### config.mk
export PLATFORM = sky130hd
export DESIGN_NAME = id_stage
export DESIGN_NICKNAME = d
export VERILOG_FILES = /design/src/id_pkg.sv /design/src/dec_alu.sv /design/src/dec_mem.sv /design/src/dec_branch.sv /design/src/dec_priv.sv /design/src/id_dispatch.sv /design/src/id_stage.sv
export VERILOG_INCLUDE_DIRS = /design/src
export SDC_FILE = /design/constraint.sdc
export NUM_CORES = 1
export LEC_CHECK = 0
export BUFFER_PORTS_ARGS = -buffer_cell sky130_fd_sc_hd__buf_2
export CORE_AREA = 2 2 137 139
export DETAILED_ROUTE_END_ITERATION = 8
export DIE_AREA = 0 0 139 141
export HOLD_SLACK_MARGIN = 0.02
export PLACE_DENSITY = 0.77
export SYNTH_ARGS = -nofsm -noshare
export SYNTH_HDL_FRONTEND = slang
export SYNTH_SLANG_ARGS = --single-unit
### constraint.sdc
create_clock -name clk -period 1.3 [get_ports clk]
set_clock_uncertainty 0.2 [all_clocks]
set_input_delay 0.26 -clock clk [delete_from_list [all_inputs] [get_ports clk]]
set_output_delay 0.26 -clock clk [all_outputs]
set_load 0.03 [all_outputs]
### src/la32_params.svh
`ifndef LA32_PARAMS_SVH
`define LA32_PARAMS_SVH

`define LA_XLEN        32
`define LA_REGS_AW     5
`define LA_CSR_AW      14
`define LA_PLV_W       2
`define LA_EXC_STAGES  6
`define LA_EXC_ID_SLOT 2        // Slot owned by the decode stage.
`define LA_CSR_CRMD    14'h0000 // Current-mode CSR, PLV sits in its low bits.

// Three-register and shift-immediate forms, compared against bits 31:15.
`define LA_OP_ADD_W   17'h00020
`define LA_OP_SUB_W   17'h00022
`define LA_OP_SLT     17'h00024
`define LA_OP_SLTU    17'h00025
`define LA_OP_NOR     17'h00028
`define LA_OP_AND     17'h00029
`define LA_OP_OR      17'h0002A
`define LA_OP_XOR     17'h0002B
`define LA_OP_SLL_W   17'h0002E
`define LA_OP_SRL_W   17'h0002F
`define LA_OP_SRA_W   17'h00030
`define LA_OP_BREAK   17'h00054
`define LA_OP_SYSCALL 17'h00056
`define LA_OP_SLLI_W  17'h00081
`define LA_OP_SRLI_W  17'h00089
`define LA_OP_SRAI_W  17'h00091
`define LA_OP_IDLE    17'h00C91

`define LA_OP_SLTI   10'h008 // Bits 31:22.
`define LA_OP_SLTUI  10'h009
`define LA_OP_ADDI_W 10'h00A
`define LA_OP_ANDI   10'h00D
`define LA_OP_ORI    10'h00E
`define LA_OP_XORI   10'h00F
`define LA_OP_LD_B   10'h0A0
`define LA_OP_LD_H   10'h0A1
`define LA_OP_LD_W   10'h0A2
`define LA_OP_ST_B   10'h0A4
`define LA_OP_ST_H   10'h0A5
`define LA_OP_ST_W   10'h0A6
`define LA_OP_LD_BU  10'h0A8
`define LA_OP_LD_HU  10'h0A9

`define LA_OP_LU12I_W   7'h0A // Bits 31:25.
`define LA_OP_PCADDU12I 7'h0E

`define LA_OP_CSR 8'h04 // Bits 31:24, shared by CSRRD, CSRWR and CSRXCHG.

`define LA_OP_JIRL 6'h13 // Bits 31:26.
`define LA_OP_B    6'h14
`define LA_OP_BL   6'h15
`define LA_OP_BEQ  6'h16
`define LA_OP_BNE  6'h17
`define LA_OP_BLT  6'h18
`define LA_OP_BGE  6'h19
`define LA_OP_BLTU 6'h1A
`define LA_OP_BGEU 6'h1B

`define LA_OP_ERTN 22'h1920E // Whole of bits 31:10.

`define LA_CSR_RJ_RD 5'd0
`define LA_CSR_RJ_WR 5'd1

`endif

### src/id_pkg.sv
`default_nettype none

`include "la32_params.svh"

package id_pkg;

  typedef enum logic [5:0] {
    ALU_NOP,
    ALU_ADD_W, ALU_SUB_W, ALU_SLT, ALU_SLTU,
    ALU_AND, ALU_OR, ALU_NOR, ALU_XOR,
    ALU_SLL_W, ALU_SRL_W, ALU_SRA_W,
    ALU_SLTI, ALU_SLTUI, ALU_ADDI_W,
    ALU_ANDI, ALU_ORI, ALU_XORI,
    ALU_SLLI_W, ALU_SRLI_W, ALU_SRAI_W,
    ALU_LU12I_W, ALU_PCADDU12I,
    ALU_LD_B, ALU_LD_H, ALU_LD_W, ALU_LD_BU, ALU_LD_HU,
    ALU_ST_B, ALU_ST_H, ALU_ST_W,
    ALU_BEQ, ALU_BNE, ALU_BLT, ALU_BGE, ALU_BLTU, ALU_BGEU,
    ALU_B, ALU_BL, ALU_JIRL,
    ALU_CSRRD, ALU_CSRWR, ALU_CSRXCHG,
    ALU_ERTN, ALU_IDLE, ALU_SYSCALL, ALU_BREAK
  } alu_op_e;

  typedef enum logic [2:0] {
    SEL_NOP,
    SEL_LOGIC,
    SEL_SHIFT,
    SEL_ARITH,
    SEL_LOAD_STORE,
    SEL_BRANCH
  } alu_sel_e;

  typedef enum logic [6:0] {
    EXC_NOP = 7'h00,
    EXC_SYS = 7'h0B,
    EXC_BRK = 7'h0C,
    EXC_INE = 7'h0D,
    EXC_IPE = 7'h0E
  } exc_cause_e;

  typedef struct packed {
    logic [`LA_XLEN-1:0]                  pc;
    logic [`LA_XLEN-1:0]                  inst;
    logic [`LA_EXC_STAGES-1:0]            exc_vec;
    exc_cause_e [`LA_EXC_STAGES-1:0]      exc_cause; // One cause per pipeline slot.
  } fetch_pkt_t;

  typedef struct packed {
    logic                  write_en;
    logic [`LA_CSR_AW-1:0] write_addr;
    logic [`LA_XLEN-1:0]   write_data;
  } csr_fwd_t;

  typedef struct packed {
    alu_op_e                aluop;
    alu_sel_e               alusel;
    logic                   reg_write_en;
    logic [`LA_REGS_AW-1:0] reg_write_addr;
    logic                   reg1_read_en;
    logic [`LA_REGS_AW-1:0] reg1_read_addr;
    logic                   reg2_read_en;
    logic [`LA_REGS_AW-1:0] reg2_read_addr;
    logic [`LA_XLEN-1:0]    imm;
    logic                   csr_read_en;
    logic                   csr_write_en;
    logic [`LA_CSR_AW-1:0]  csr_addr;
  } uop_t;

  typedef struct packed {
    logic       hit;
    logic       exc;
    exc_cause_e cause;
    uop_t       uop;
  } dec_res_t;

  typedef struct packed {
    logic [`LA_XLEN-1:0]             pc;
    logic [`LA_XLEN-1:0]             inst;
    uop_t                            uop;
    logic [`LA_EXC_STAGES-1:0]       exc_vec;
    exc_cause_e [`LA_EXC_STAGES-1:0] exc_cause;
  } id_dispatch_t;

endpackage

`default_nettype wire

### src/dec_alu.sv
`timescale 1ns/1ps
`default_nettype none

`include "la32_params.svh"

module dec_alu (
  input  logic [`LA_XLEN-1:0] inst,
  output id_pkg::dec_res_t    res
);
  import id_pkg::*;

  alu_op_e                op;
  logic                   hit;
  logic [`LA_REGS_AW-1:0] rd;
  logic [`LA_REGS_AW-1:0] rj;
  logic [`LA_REGS_AW-1:0] rk;
  logic [11:0]            i12;
  logic [4:0]             ui5;
  logic [19:0]            i20;

  assign rd  = inst[4:0];
  assign rj  = inst[9:5];
  assign rk  = inst[14:10];
  assign i12 = inst[21:10];
  assign ui5 = inst[14:10];
  assign i20 = inst[24:5];
  assign hit = (op != ALU_NOP);

  always_comb begin
    op = ALU_NOP;
    case (inst[31:15])
      `LA_OP_ADD_W:  op = ALU_ADD_W;
      `LA_OP_SUB_W:  op = ALU_SUB_W;
      `LA_OP_SLT:    op = ALU_SLT;
      `LA_OP_SLTU:   op = ALU_SLTU;
      `LA_OP_NOR:    op = ALU_NOR;
      `LA_OP_AND:    op = ALU_AND;
      `LA_OP_OR:     op = ALU_OR;
      `LA_OP_XOR:    op = ALU_XOR;
      `LA_OP_SLL_W:  op = ALU_SLL_W;
      `LA_OP_SRL_W:  op = ALU_SRL_W;
      `LA_OP_SRA_W:  op = ALU_SRA_W;
      `LA_OP_SLLI_W: op = ALU_SLLI_W;
      `LA_OP_SRLI_W: op = ALU_SRLI_W;
      `LA_OP_SRAI_W: op = ALU_SRAI_W;
      default: ;
    endcase
    case (inst[31:22])
      `LA_OP_SLTI:   op = ALU_SLTI;
      `LA_OP_SLTUI:  op = ALU_SLTUI;
      `LA_OP_ADDI_W: op = ALU_ADDI_W;
      `LA_OP_ANDI:   op = ALU_ANDI;
      `LA_OP_ORI:    op = ALU_ORI;
      `LA_OP_XORI:   op = ALU_XORI;
      default: ;
    endcase
    case (inst[31:25])
      `LA_OP_LU12I_W:   op = ALU_LU12I_W;
      `LA_OP_PCADDU12I: op = ALU_PCADDU12I;
      default: ;
    endcase
  end

  always_comb begin
    res                    = '0;
    res.hit                = hit;
    res.uop.aluop          = op;
    res.uop.reg_write_en   = hit;          // Every form here writes rd.
    res.uop.reg_write_addr = rd;
    res.uop.reg1_read_en   = hit;
    res.uop.reg1_read_addr = rj;
    res.uop.reg2_read_addr = rk;
    case (op)
      ALU_ADD_W, ALU_SUB_W, ALU_SLT, ALU_SLTU: begin
        res.uop.alusel       = SEL_ARITH;
        res.uop.reg2_read_en = 1'b1;
      end
      ALU_AND, ALU_OR, ALU_NOR, ALU_XOR: begin
        res.uop.alusel       = SEL_LOGIC;
        res.uop.reg2_read_en = 1'b1;
      end
      ALU_SLL_W, ALU_SRL_W, ALU_SRA_W: begin
        res.uop.alusel       = SEL_SHIFT;
        res.uop.reg2_read_en = 1'b1;
      end
      ALU_SLTI, ALU_SLTUI, ALU_ADDI_W: begin
        res.uop.alusel = SEL_ARITH;
        res.uop.imm    = {{(`LA_XLEN-12){i12[11]}}, i12};
      end
      ALU_ANDI, ALU_ORI, ALU_XORI: begin
        res.uop.alusel = SEL_LOGIC;
        res.uop.imm    = {{(`LA_XLEN-12){1'b0}}, i12};
      end
      ALU_SLLI_W, ALU_SRLI_W, ALU_SRAI_W: begin
        res.uop.alusel = SEL_SHIFT;
        res.uop.imm    = {{(`LA_XLEN-5){1'b0}}, ui5};
      end
      ALU_LU12I_W: begin
        res.uop.alusel         = SEL_LOGIC;
        res.uop.reg1_read_addr = '0;     // Computed as r0 plus the upper immediate.
        res.uop.imm            = {i20, 12'b0};
      end
      ALU_PCADDU12I: begin
        res.uop.alusel = SEL_ARITH;
        res.uop.imm    = {i20, 12'b0};
      end
      default: ;
    endcase
  end

endmodule

`default_nettype wire

### src/dec_mem.sv
`timescale 1ns/1ps
`default_nettype none

`include "la32_params.svh"

module dec_mem (
  input  logic [`LA_XLEN-1:0] inst,
  output id_pkg::dec_res_t    res
);
  import id_pkg::*;

  alu_op_e                op;
  logic                   hit;
  logic                   is_store;
  logic [`LA_REGS_AW-1:0] rd;
  logic [11:0]            si12;

  assign rd       = inst[4:0];
  assign si12     = inst[21:10];
  assign hit      = (op != ALU_NOP);
  assign is_store = (op == ALU_ST_B) || (op == ALU_ST_H) || (op == ALU_ST_W);

  always_comb begin
    op = ALU_NOP;
    case (inst[31:22])
      `LA_OP_LD_B:  op = ALU_LD_B;
      `LA_OP_LD_H:  op = ALU_LD_H;
      `LA_OP_LD_W:  op = ALU_LD_W;
      `LA_OP_LD_BU: op = ALU_LD_BU;
      `LA_OP_LD_HU: op = ALU_LD_HU;
      `LA_OP_ST_B:  op = ALU_ST_B;
      `LA_OP_ST_H:  op = ALU_ST_H;
      `LA_OP_ST_W:  op = ALU_ST_W;
      default: ;
    endcase
  end

  always_comb begin
    res                    = '0;
    res.hit                = hit;
    res.uop.aluop          = op;
    res.uop.alusel         = hit ? SEL_LOAD_STORE : SEL_NOP;
    res.uop.reg1_read_en   = hit;          // Base address register.
    res.uop.reg1_read_addr = inst[9:5];
    if (is_store) begin
      res.uop.reg2_read_en   = 1'b1;       // Store data comes from rd.
      res.uop.reg2_read_addr = rd;
    end else if (hit) begin
      res.uop.reg_write_en   = 1'b1;
      res.uop.reg_write_addr = rd;
      res.uop.imm            = {{(`LA_XLEN-12){si12[11]}}, si12};
    end
  end

endmodule

`default_nettype wire

### src/dec_branch.sv
`timescale 1ns/1ps
`default_nettype none

`include "la32_params.svh"

module dec_branch (
  input  logic [`LA_XLEN-1:0] inst,
  output id_pkg::dec_res_t    res
);
  import id_pkg::*;

  localparam logic [`LA_REGS_AW-1:0] REG_RA = 'd1; // Link register for BL.

  alu_op_e                op;
  logic                   hit;
  logic [`LA_REGS_AW-1:0] rd;
  logic [`LA_REGS_AW-1:0] rj;

  assign rd  = inst[4:0];
  assign rj  = inst[9:5];
  assign hit = (op != ALU_NOP);

  always_comb begin
    op = ALU_NOP;
    case (inst[31:26])
      `LA_OP_BEQ:  op = ALU_BEQ;
      `LA_OP_BNE:  op = ALU_BNE;
      `LA_OP_BLT:  op = ALU_BLT;
      `LA_OP_BGE:  op = ALU_BGE;
      `LA_OP_BLTU: op = ALU_BLTU;
      `LA_OP_BGEU: op = ALU_BGEU;
      `LA_OP_B:    op = ALU_B;
      `LA_OP_BL:   op = ALU_BL;
      `LA_OP_JIRL: op = ALU_JIRL;
      default: ;
    endcase
  end

  // Offsets are left in the instruction word for the execute stage.
  always_comb begin
    res                = '0;
    res.hit            = hit;
    res.uop.aluop      = op;
    res.uop.alusel     = hit ? SEL_BRANCH : SEL_NOP;
    case (op)
      ALU_BEQ, ALU_BNE, ALU_BLT, ALU_BGE, ALU_BLTU, ALU_BGEU: begin
        res.uop.reg1_read_en   = 1'b1;
        res.uop.reg1_read_addr = rj;
        res.uop.reg2_read_en   = 1'b1;
        res.uop.reg2_read_addr = rd;
      end
      ALU_BL: begin
        res.uop.reg_write_en   = 1'b1;
        res.uop.reg_write_addr = REG_RA;
      end
      ALU_JIRL: begin
        res.uop.reg1_read_en   = 1'b1;
        res.uop.reg1_read_addr = rj;
        res.uop.reg_write_en   = 1'b1;
        res.uop.reg_write_addr = rd;
      end
      default: ;                           // B touches no register.
    endcase
  end

endmodule

`default_nettype wire

### src/dec_priv.sv
`timescale 1ns/1ps
`default_nettype none

`include "la32_params.svh"

module dec_priv (
  input  logic [`LA_XLEN-1:0]  inst,
  input  logic [`LA_PLV_W-1:0] plv,
  input  id_pkg::csr_fwd_t     csr_fwd,
  output id_pkg::dec_res_t     res
);
  import id_pkg::*;

  logic [`LA_PLV_W-1:0]   plv_eff;
  logic                   ipe;
  logic [`LA_REGS_AW-1:0] rd;
  logic [`LA_REGS_AW-1:0] rj;

  assign rd = inst[4:0];
  assign rj = inst[9:5];

  // A CRMD write leaving write-back this cycle overrides the stale PLV.
  assign plv_eff = (csr_fwd.write_en && (csr_fwd.write_addr == `LA_CSR_CRMD)) ?
                   csr_fwd.write_data[`LA_PLV_W-1:0] : plv;
  assign ipe     = (plv_eff != '0);

  always_comb begin
    res = '0;
    if (inst[31:24] == `LA_OP_CSR) begin
      res.hit                = 1'b1;
      res.uop.csr_read_en    = 1'b1;
      res.uop.csr_addr       = inst[23:10];
      res.uop.reg_write_en   = 1'b1;       // Old CSR value always returns to rd.
      res.uop.reg_write_addr = rd;
      case (rj)
        `LA_CSR_RJ_RD: res.uop.aluop = ALU_CSRRD;
        `LA_CSR_RJ_WR: begin
          res.uop.aluop          = ALU_CSRWR;
          res.uop.reg1_read_en   = 1'b1;
          res.uop.reg1_read_addr = rd;
          res.uop.csr_write_en   = 1'b1;
        end
        default: begin
          res.uop.aluop          = ALU_CSRXCHG;
          res.uop.reg1_read_en   = 1'b1;
          res.uop.reg1_read_addr = rd;
          res.uop.reg2_read_en   = 1'b1;  // rj holds the write mask.
          res.uop.reg2_read_addr = rj;
          res.uop.csr_write_en   = 1'b1;
        end
      endcase
    end else if (inst[31:10] == `LA_OP_ERTN) begin
      res.hit       = 1'b1;
      res.uop.aluop = ALU_ERTN;
    end else if (inst[31:15] == `LA_OP_IDLE) begin
      res.hit       = 1'b1;
      res.uop.aluop = ALU_IDLE;
    end else if (inst[31:15] == `LA_OP_SYSCALL) begin
      res.hit       = 1'b1;
      res.uop.aluop = ALU_SYSCALL;
    end else if (inst[31:15] == `LA_OP_BREAK) begin
      res.hit       = 1'b1;
      res.uop.aluop = ALU_BREAK;
    end
    if (res.uop.aluop == ALU_SYSCALL) begin
      res.exc   = 1'b1;
      res.cause = EXC_SYS;
    end else if (res.uop.aluop == ALU_BREAK) begin
      res.exc   = 1'b1;
      res.cause = EXC_BRK;
    end else if (res.hit && ipe) begin
      res.exc   = 1'b1;
      res.cause = EXC_IPE;
    end
  end

endmodule

`default_nettype wire

### src/id_dispatch.sv
`timescale 1ns/1ps
`default_nettype none

`include "la32_params.svh"

module id_dispatch (
  input  logic                 clk,
  input  logic                 rst_n,
  input  logic                 in_valid,
  input  id_pkg::fetch_pkt_t   fetch_pkt,
  input  id_pkg::dec_res_t     alu_res,
  input  id_pkg::dec_res_t     mem_res,
  input  id_pkg::dec_res_t     br_res,
  input  id_pkg::dec_res_t     priv_res,
  output logic                 out_valid,
  output id_pkg::id_dispatch_t dispatch
);
  import id_pkg::*;

  dec_res_t                        sel_res;
  logic                            any_hit;
  logic [`LA_EXC_STAGES-1:0]       exc_vec_nxt;
  exc_cause_e [`LA_EXC_STAGES-1:0] exc_cause_nxt;

  assign any_hit = alu_res.hit | mem_res.hit | br_res.hit | priv_res.hit;

  always_comb begin
    sel_res = '0;                          // Empty uop when nothing matches.
    if (alu_res.hit) sel_res = alu_res;
    else if (mem_res.hit) sel_res = mem_res;
    else if (br_res.hit) sel_res = br_res;
    else if (priv_res.hit) sel_res = priv_res;
  end

  always_comb begin
    exc_vec_nxt   = fetch_pkt.exc_vec;
    exc_cause_nxt = fetch_pkt.exc_cause;
    if (any_hit) begin
      exc_vec_nxt[`LA_EXC_ID_SLOT]   = sel_res.exc;
      exc_cause_nxt[`LA_EXC_ID_SLOT] = sel_res.cause;
    end else if (fetch_pkt.inst != '0) begin
      exc_vec_nxt[`LA_EXC_ID_SLOT]   = 1'b1;
      exc_cause_nxt[`LA_EXC_ID_SLOT] = EXC_INE;
    end else begin
      exc_vec_nxt[`LA_EXC_ID_SLOT]   = 1'b0; // All-zero word is a bubble.
      exc_cause_nxt[`LA_EXC_ID_SLOT] = EXC_NOP;
    end
  end

  always_ff @(posedge clk or negedge rst_n) begin
    if (!rst_n) begin
      out_valid <= 1'b0;
    end else begin
      out_valid <= in_valid;
    end
  end

  always_ff @(posedge clk) begin
    if (in_valid) begin
      dispatch.pc        <= fetch_pkt.pc;
      dispatch.inst      <= fetch_pkt.inst;
      dispatch.uop       <= sel_res.uop;
      dispatch.exc_vec   <= exc_vec_nxt;
      dispatch.exc_cause <= exc_cause_nxt;
    end
  end

  a_one_decoder: assert property (@(posedge clk) disable iff (!rst_n)
    in_valid |-> $onehot0({alu_res.hit, mem_res.hit, br_res.hit, priv_res.hit}))
    else $error("More than one decoder matched the instruction.");

  a_idle_after_reset: assert property (@(posedge clk) $rose(rst_n) |-> !out_valid)
    else $error("out_valid high in the first cycle after reset.");

endmodule

`default_nettype wire

### src/id_stage.sv
`timescale 1ns/1ps
`default_nettype none

`include "la32_params.svh"

module id_stage (
  input  logic                 clk,
  input  logic                 rst_n,
  input  logic                 in_valid,
  input  id_pkg::fetch_pkt_t   fetch_pkt,
  input  logic [`LA_PLV_W-1:0] plv,
  input  id_pkg::csr_fwd_t     csr_fwd,
  output logic                 out_valid,
  output id_pkg::id_dispatch_t dispatch
);
  import id_pkg::*;

  dec_res_t alu_res;
  dec_res_t mem_res;
  dec_res_t br_res;
  dec_res_t priv_res;

  dec_alu u_dec_alu (
    .inst (fetch_pkt.inst),
    .res  (alu_res)
  );

  dec_mem u_dec_mem (
    .inst (fetch_pkt.inst),
    .res  (mem_res)
  );

  dec_branch u_dec_branch (
    .inst (fetch_pkt.inst),
    .res  (br_res)
  );

  dec_priv u_dec_priv (
    .inst    (fetch_pkt.inst),
    .plv     (plv),
    .csr_fwd (csr_fwd),
    .res     (priv_res)
  );

  id_dispatch u_id_dispatch (
    .clk       (clk),
    .rst_n     (rst_n),
    .in_valid  (in_valid),
    .fetch_pkt (fetch_pkt),
    .alu_res   (alu_res),
    .mem_res   (mem_res),
    .br_res    (br_res),
    .priv_res  (priv_res),
    .out_valid (out_valid),
    .dispatch  (dispatch)
  );

endmodule

`default_nettype wire

==> results.cfg <==
[outcome]
status = finished, violations left
violations = negative setup slack

[worst_hold_path]
hold_path.class = in2reg

[yosys]
async_reset_ff_share_pct = 0.543
syn-instance-count = 492
synth_edf_count = 183
ys_ff_latch = 184
synth_flop_cell = edfxtp_1
ys_seq_area_share_pct = 73.8
syn-cell-area_sq_um = 7480
yosysWarnings = 0
synth_cell_types = 64
avgSynthCellArea_sq_um = 15.2

[route]
antenna_left = 0
drt_wl_total_um = 31600
initialDrtViolationCount = 625
via_per_inst = 5.38
drcViolationCount = 0
first_pass_iters = 6
routedWlPerCell_um = 23.7
num_vias = 7155

[placement]
dp_hpwl_um = 18100
port-buffer-count = 310
pre_cts_slack_ns = -1.88
place_congestion = 0.861

[pwr]
power_frac_seq_pct = 45.7
ir_drop_uv = 1150
combPwrFrac_pct = 20.7
power_density_nw_per_um2 = 1130
swShare_pct = 29.6
p_int_mw = 11.2
p_leak_nw = 6.05
pwr-share-clk_pct = 33.6
power.switching_mw = 4.71
power_mw = 15.9

[setup_path]
crit_type = in2reg
worstSetupStartpointType = primary input
crit_family = simple AND/OR/NAND/NOR gates
endpoint_kind = register
cp_common_cell = or4b_1
required_ns = 1.26
worstPathMaxFanout = 3
cpPeakStageDelay_ns = 0.51
critPathBufInv = 3
critPathArrivalTime_ns = 2.47
path_cells = buf_8, buf_6, or4b_1, a41o_1, a2111oi_4, nor3_2, buf_4, nand2_4, mux2i_1, or4b_1
critPathSlowestCell = or4b_1

[floorplan]
ios = 352
die_area_sq_um = 19600
dieWidth_um = 139
start_util_pct = 41.0
rows = 50
die_h_um = 141
core-area_sq_um = 18300

[global_routing]
grt_max_degree = 39
grt_pass1_vias = 7393
antenna_found_initial = 5
overflow = 0
grt_pass1_wl_um = 45200
grt_usage_pct = 31.1

[layout]
drive_above_1_share_pct = 56.4
syn2layout_area_growth_pct = 88.3
fin_util_pct = 77.1
seqCellArea_sq_um = 5520
fillers = 988
nNetsFinal = 1241
multi_input_area_sq_um = 2240

[sta]
clock.fmax_ghz = 0.399
fin_crit_sh_pct = 193
finalHoldViolations = 0
drv_slew = 0
whs_ns = 0.0278
setup_viol = 262
layout_setup_ws_ns = -1.21
period_minus_slack_ns = 2.51
rsz0062_at_grt = true

[clock_tree]
clkTransAtPathRegs_ns = 0.09
clock_path_buffers = 2
cts-htree-levels = 4
cts-root-buf = clkbuf_16
tritoncts.num_buffers = 17
clock-sinks = 184
tritoncts = yes

[job]
maxCapViolations = 0
cell families after synthesis:
family                   share of synthesized area [%]
AO/OA/AOI/OAI                                     8.54
adder cells (fa/ha/maj)                          0.134
other                                           0.0501
XOR/XNOR                                         0.234
multiplexers                                     0.669
buffers and inverters                             2.68
AND/OR/NAND/NOR                                   13.9
flip-flops                                        73.8
cell usage in the layout, fill, tap and decap left out, types with 3 or more instances in the layout:
| cell | n |
|---|---|
| nor3_2 | 3 |
| nand2b_1 | 11 |
| conb_1 | 3 |
| edfxtp_1 | 183 |
| buf_2 | 115 |
| a21oi_2 | 3 |
| mux2i_1 | 5 |
| dlygate4sd3_1 | 97 |
| diode_2 | 6 |
| o31ai_1 | 3 |
| clkbuf_16 | 17 |
| nand4_1 | 10 |
| nand3b_1 | 7 |
| a222oi_1 | 3 |
| nor4_4 | 8 |
| nand3_1 | 12 |
| buf_4 | 147 |
| or4_4 | 3 |
| nor2b_2 | 4 |
| buf_12 | 4 |
| nand2_1 | 24 |
| nor4_1 | 8 |
| inv_1 | 7 |
| nor2b_1 | 5 |
| a22oi_1 | 5 |
| buf_6 | 220 |
| a32o_1 | 4 |
| nor3_1 | 7 |
| o21ai_2 | 3 |
| nor2_1 | 12 |
| nand2_4 | 3 |
| inv_6 | 5 |
| clkinv_8 | 5 |
| and2_4 | 18 |
| buf_8 | 10 |
| a21o_1 | 21 |
| o21ai_0 | 7 |
| and2_1 | 4 |
| a21oi_1 | 8 |
| o211ai_1 | 4 |
state kept, by name (all words and copies together), names as in the netlist:
register and flops:
u_id_dispatch.out_valid 1, u_id_dispatch.dispatch 183
path summary, 6_finish.rpt:
check	end	from	slack, ns	cells after the start
hold / removal	u_id_dispatch.dispatch[32]	in_valid	0.03	1
setup / recovery	u_id_dispatch.dispatch[114]	fetch_pkt[64]	-1.21	10
min in group asynchronous	u_id_dispatch.out_valid	rst_n	0.51	3
max in group asynchronous	u_id_dispatch.out_valid	rst_n	0.27	3
timing repair:
item,in CTS,in global routing
hold buffers,98,0
resized for setup,482,39
endpoints found under the setup margin,263,269
gates cloned,1,0
setup buffers,37,13
pin swaps,34,20
hold endpoints to repair,101,0
power by group through the flow:
stage                     Clock, mW  Combinational [mW]  Sequential (mW)
after global routing           5.62                3.40             7.29
final                          5.34                3.30             7.26
after CTS                      5.30                3.16             7.21
after global placement            0                2.27             7.21
after detailed placement          0                2.30             7.22
after floorplan                   0               0.350             8.11
stage by stage:
step	instance area [sq um]	setup TNS (ns)	cells
after CTS	13900	-83.09	1314
after detailed placement	10400	-104.61	1146
after global placement	10400	-104.34	1146
after global routing	14100	-98.73	1329
final	14100	-88.51	1330
after floorplan	7670	-74.81	494
cell usage after synthesis (2+ instances only):
library cell | number | area (sq um)
nor3_1 | 11 | 55.1
mux2i_1 | 5 | 50.1
nand2b_1 | 13 | 81.3
inv_1 | 7 | 26.3
o41ai_1 | 2 | 17.5
or4b_1 | 2 | 20.0
or2_2 | 2 | 12.5
or3b_1 | 2 | 17.5
buf_6 | 2 | 22.5
buf_1 | 4 | 15.0
nand4_1 | 10 | 62.6
buf_4 | 7 | 52.6
a31oi_1 | 3 | 18.8
buf_2 | 10 | 50.1
edfxtp_1 | 183 | 5500
or4_1 | 3 | 22.5
a22oi_1 | 5 | 37.5
o22ai_1 | 2 | 12.5
nand3b_1 | 7 | 52.6
or3b_2 | 2 | 17.5
clkbuf_1 | 8 | 30.0
or3_1 | 3 | 18.8
a32o_1 | 6 | 60.1
o31ai_1 | 4 | 30.0
o21ai_0 | 11 | 55.1
a21oi_1 | 10 | 50.1
a21o_1 | 21 | 158
a222oi_1 | 3 | 30.0
nor4b_1 | 4 | 35.0
and4_1 | 2 | 17.5
nand4b_1 | 2 | 17.5
nand2_1 | 27 | 101
nor2b_1 | 10 | 62.6
o211ai_1 | 4 | 30.0
nor2_1 | 15 | 56.3
nor4_1 | 16 | 100
nor3b_1 | 2 | 15.0
nand3_1 | 14 | 70.1
a211o_1 | 2 | 17.5
and2_1 | 22 | 138
cell type report:
cell class,instances,share of cell area [%]
Sequential cell,184,39.2
Timing Repair Buffer,595,38.2
Multi-Input combinational cell,271,15.9
Clock buffer,18,3.12
Tap cell,234,2.08
Clock inverter,14,1.23
Inverter,8,0.213
Antenna cell,6,0.107
layer usage:
| layer | global-route usage (%) | up-vias | wire length (um) |
|---|---|---|---|
| met4 | 15.6 | 0 | 1460 |
| met5 | 0 | - | 0 |
| met3 | 6.01 | 89 | 2440 |
| met1 | 34.9 | 3449 | 10800 |
| met2 | 56.6 | 507 | 16900 |
| li1 | - | 3110 | - |
No activity file was read; power rests on OpenSTA's default activity.
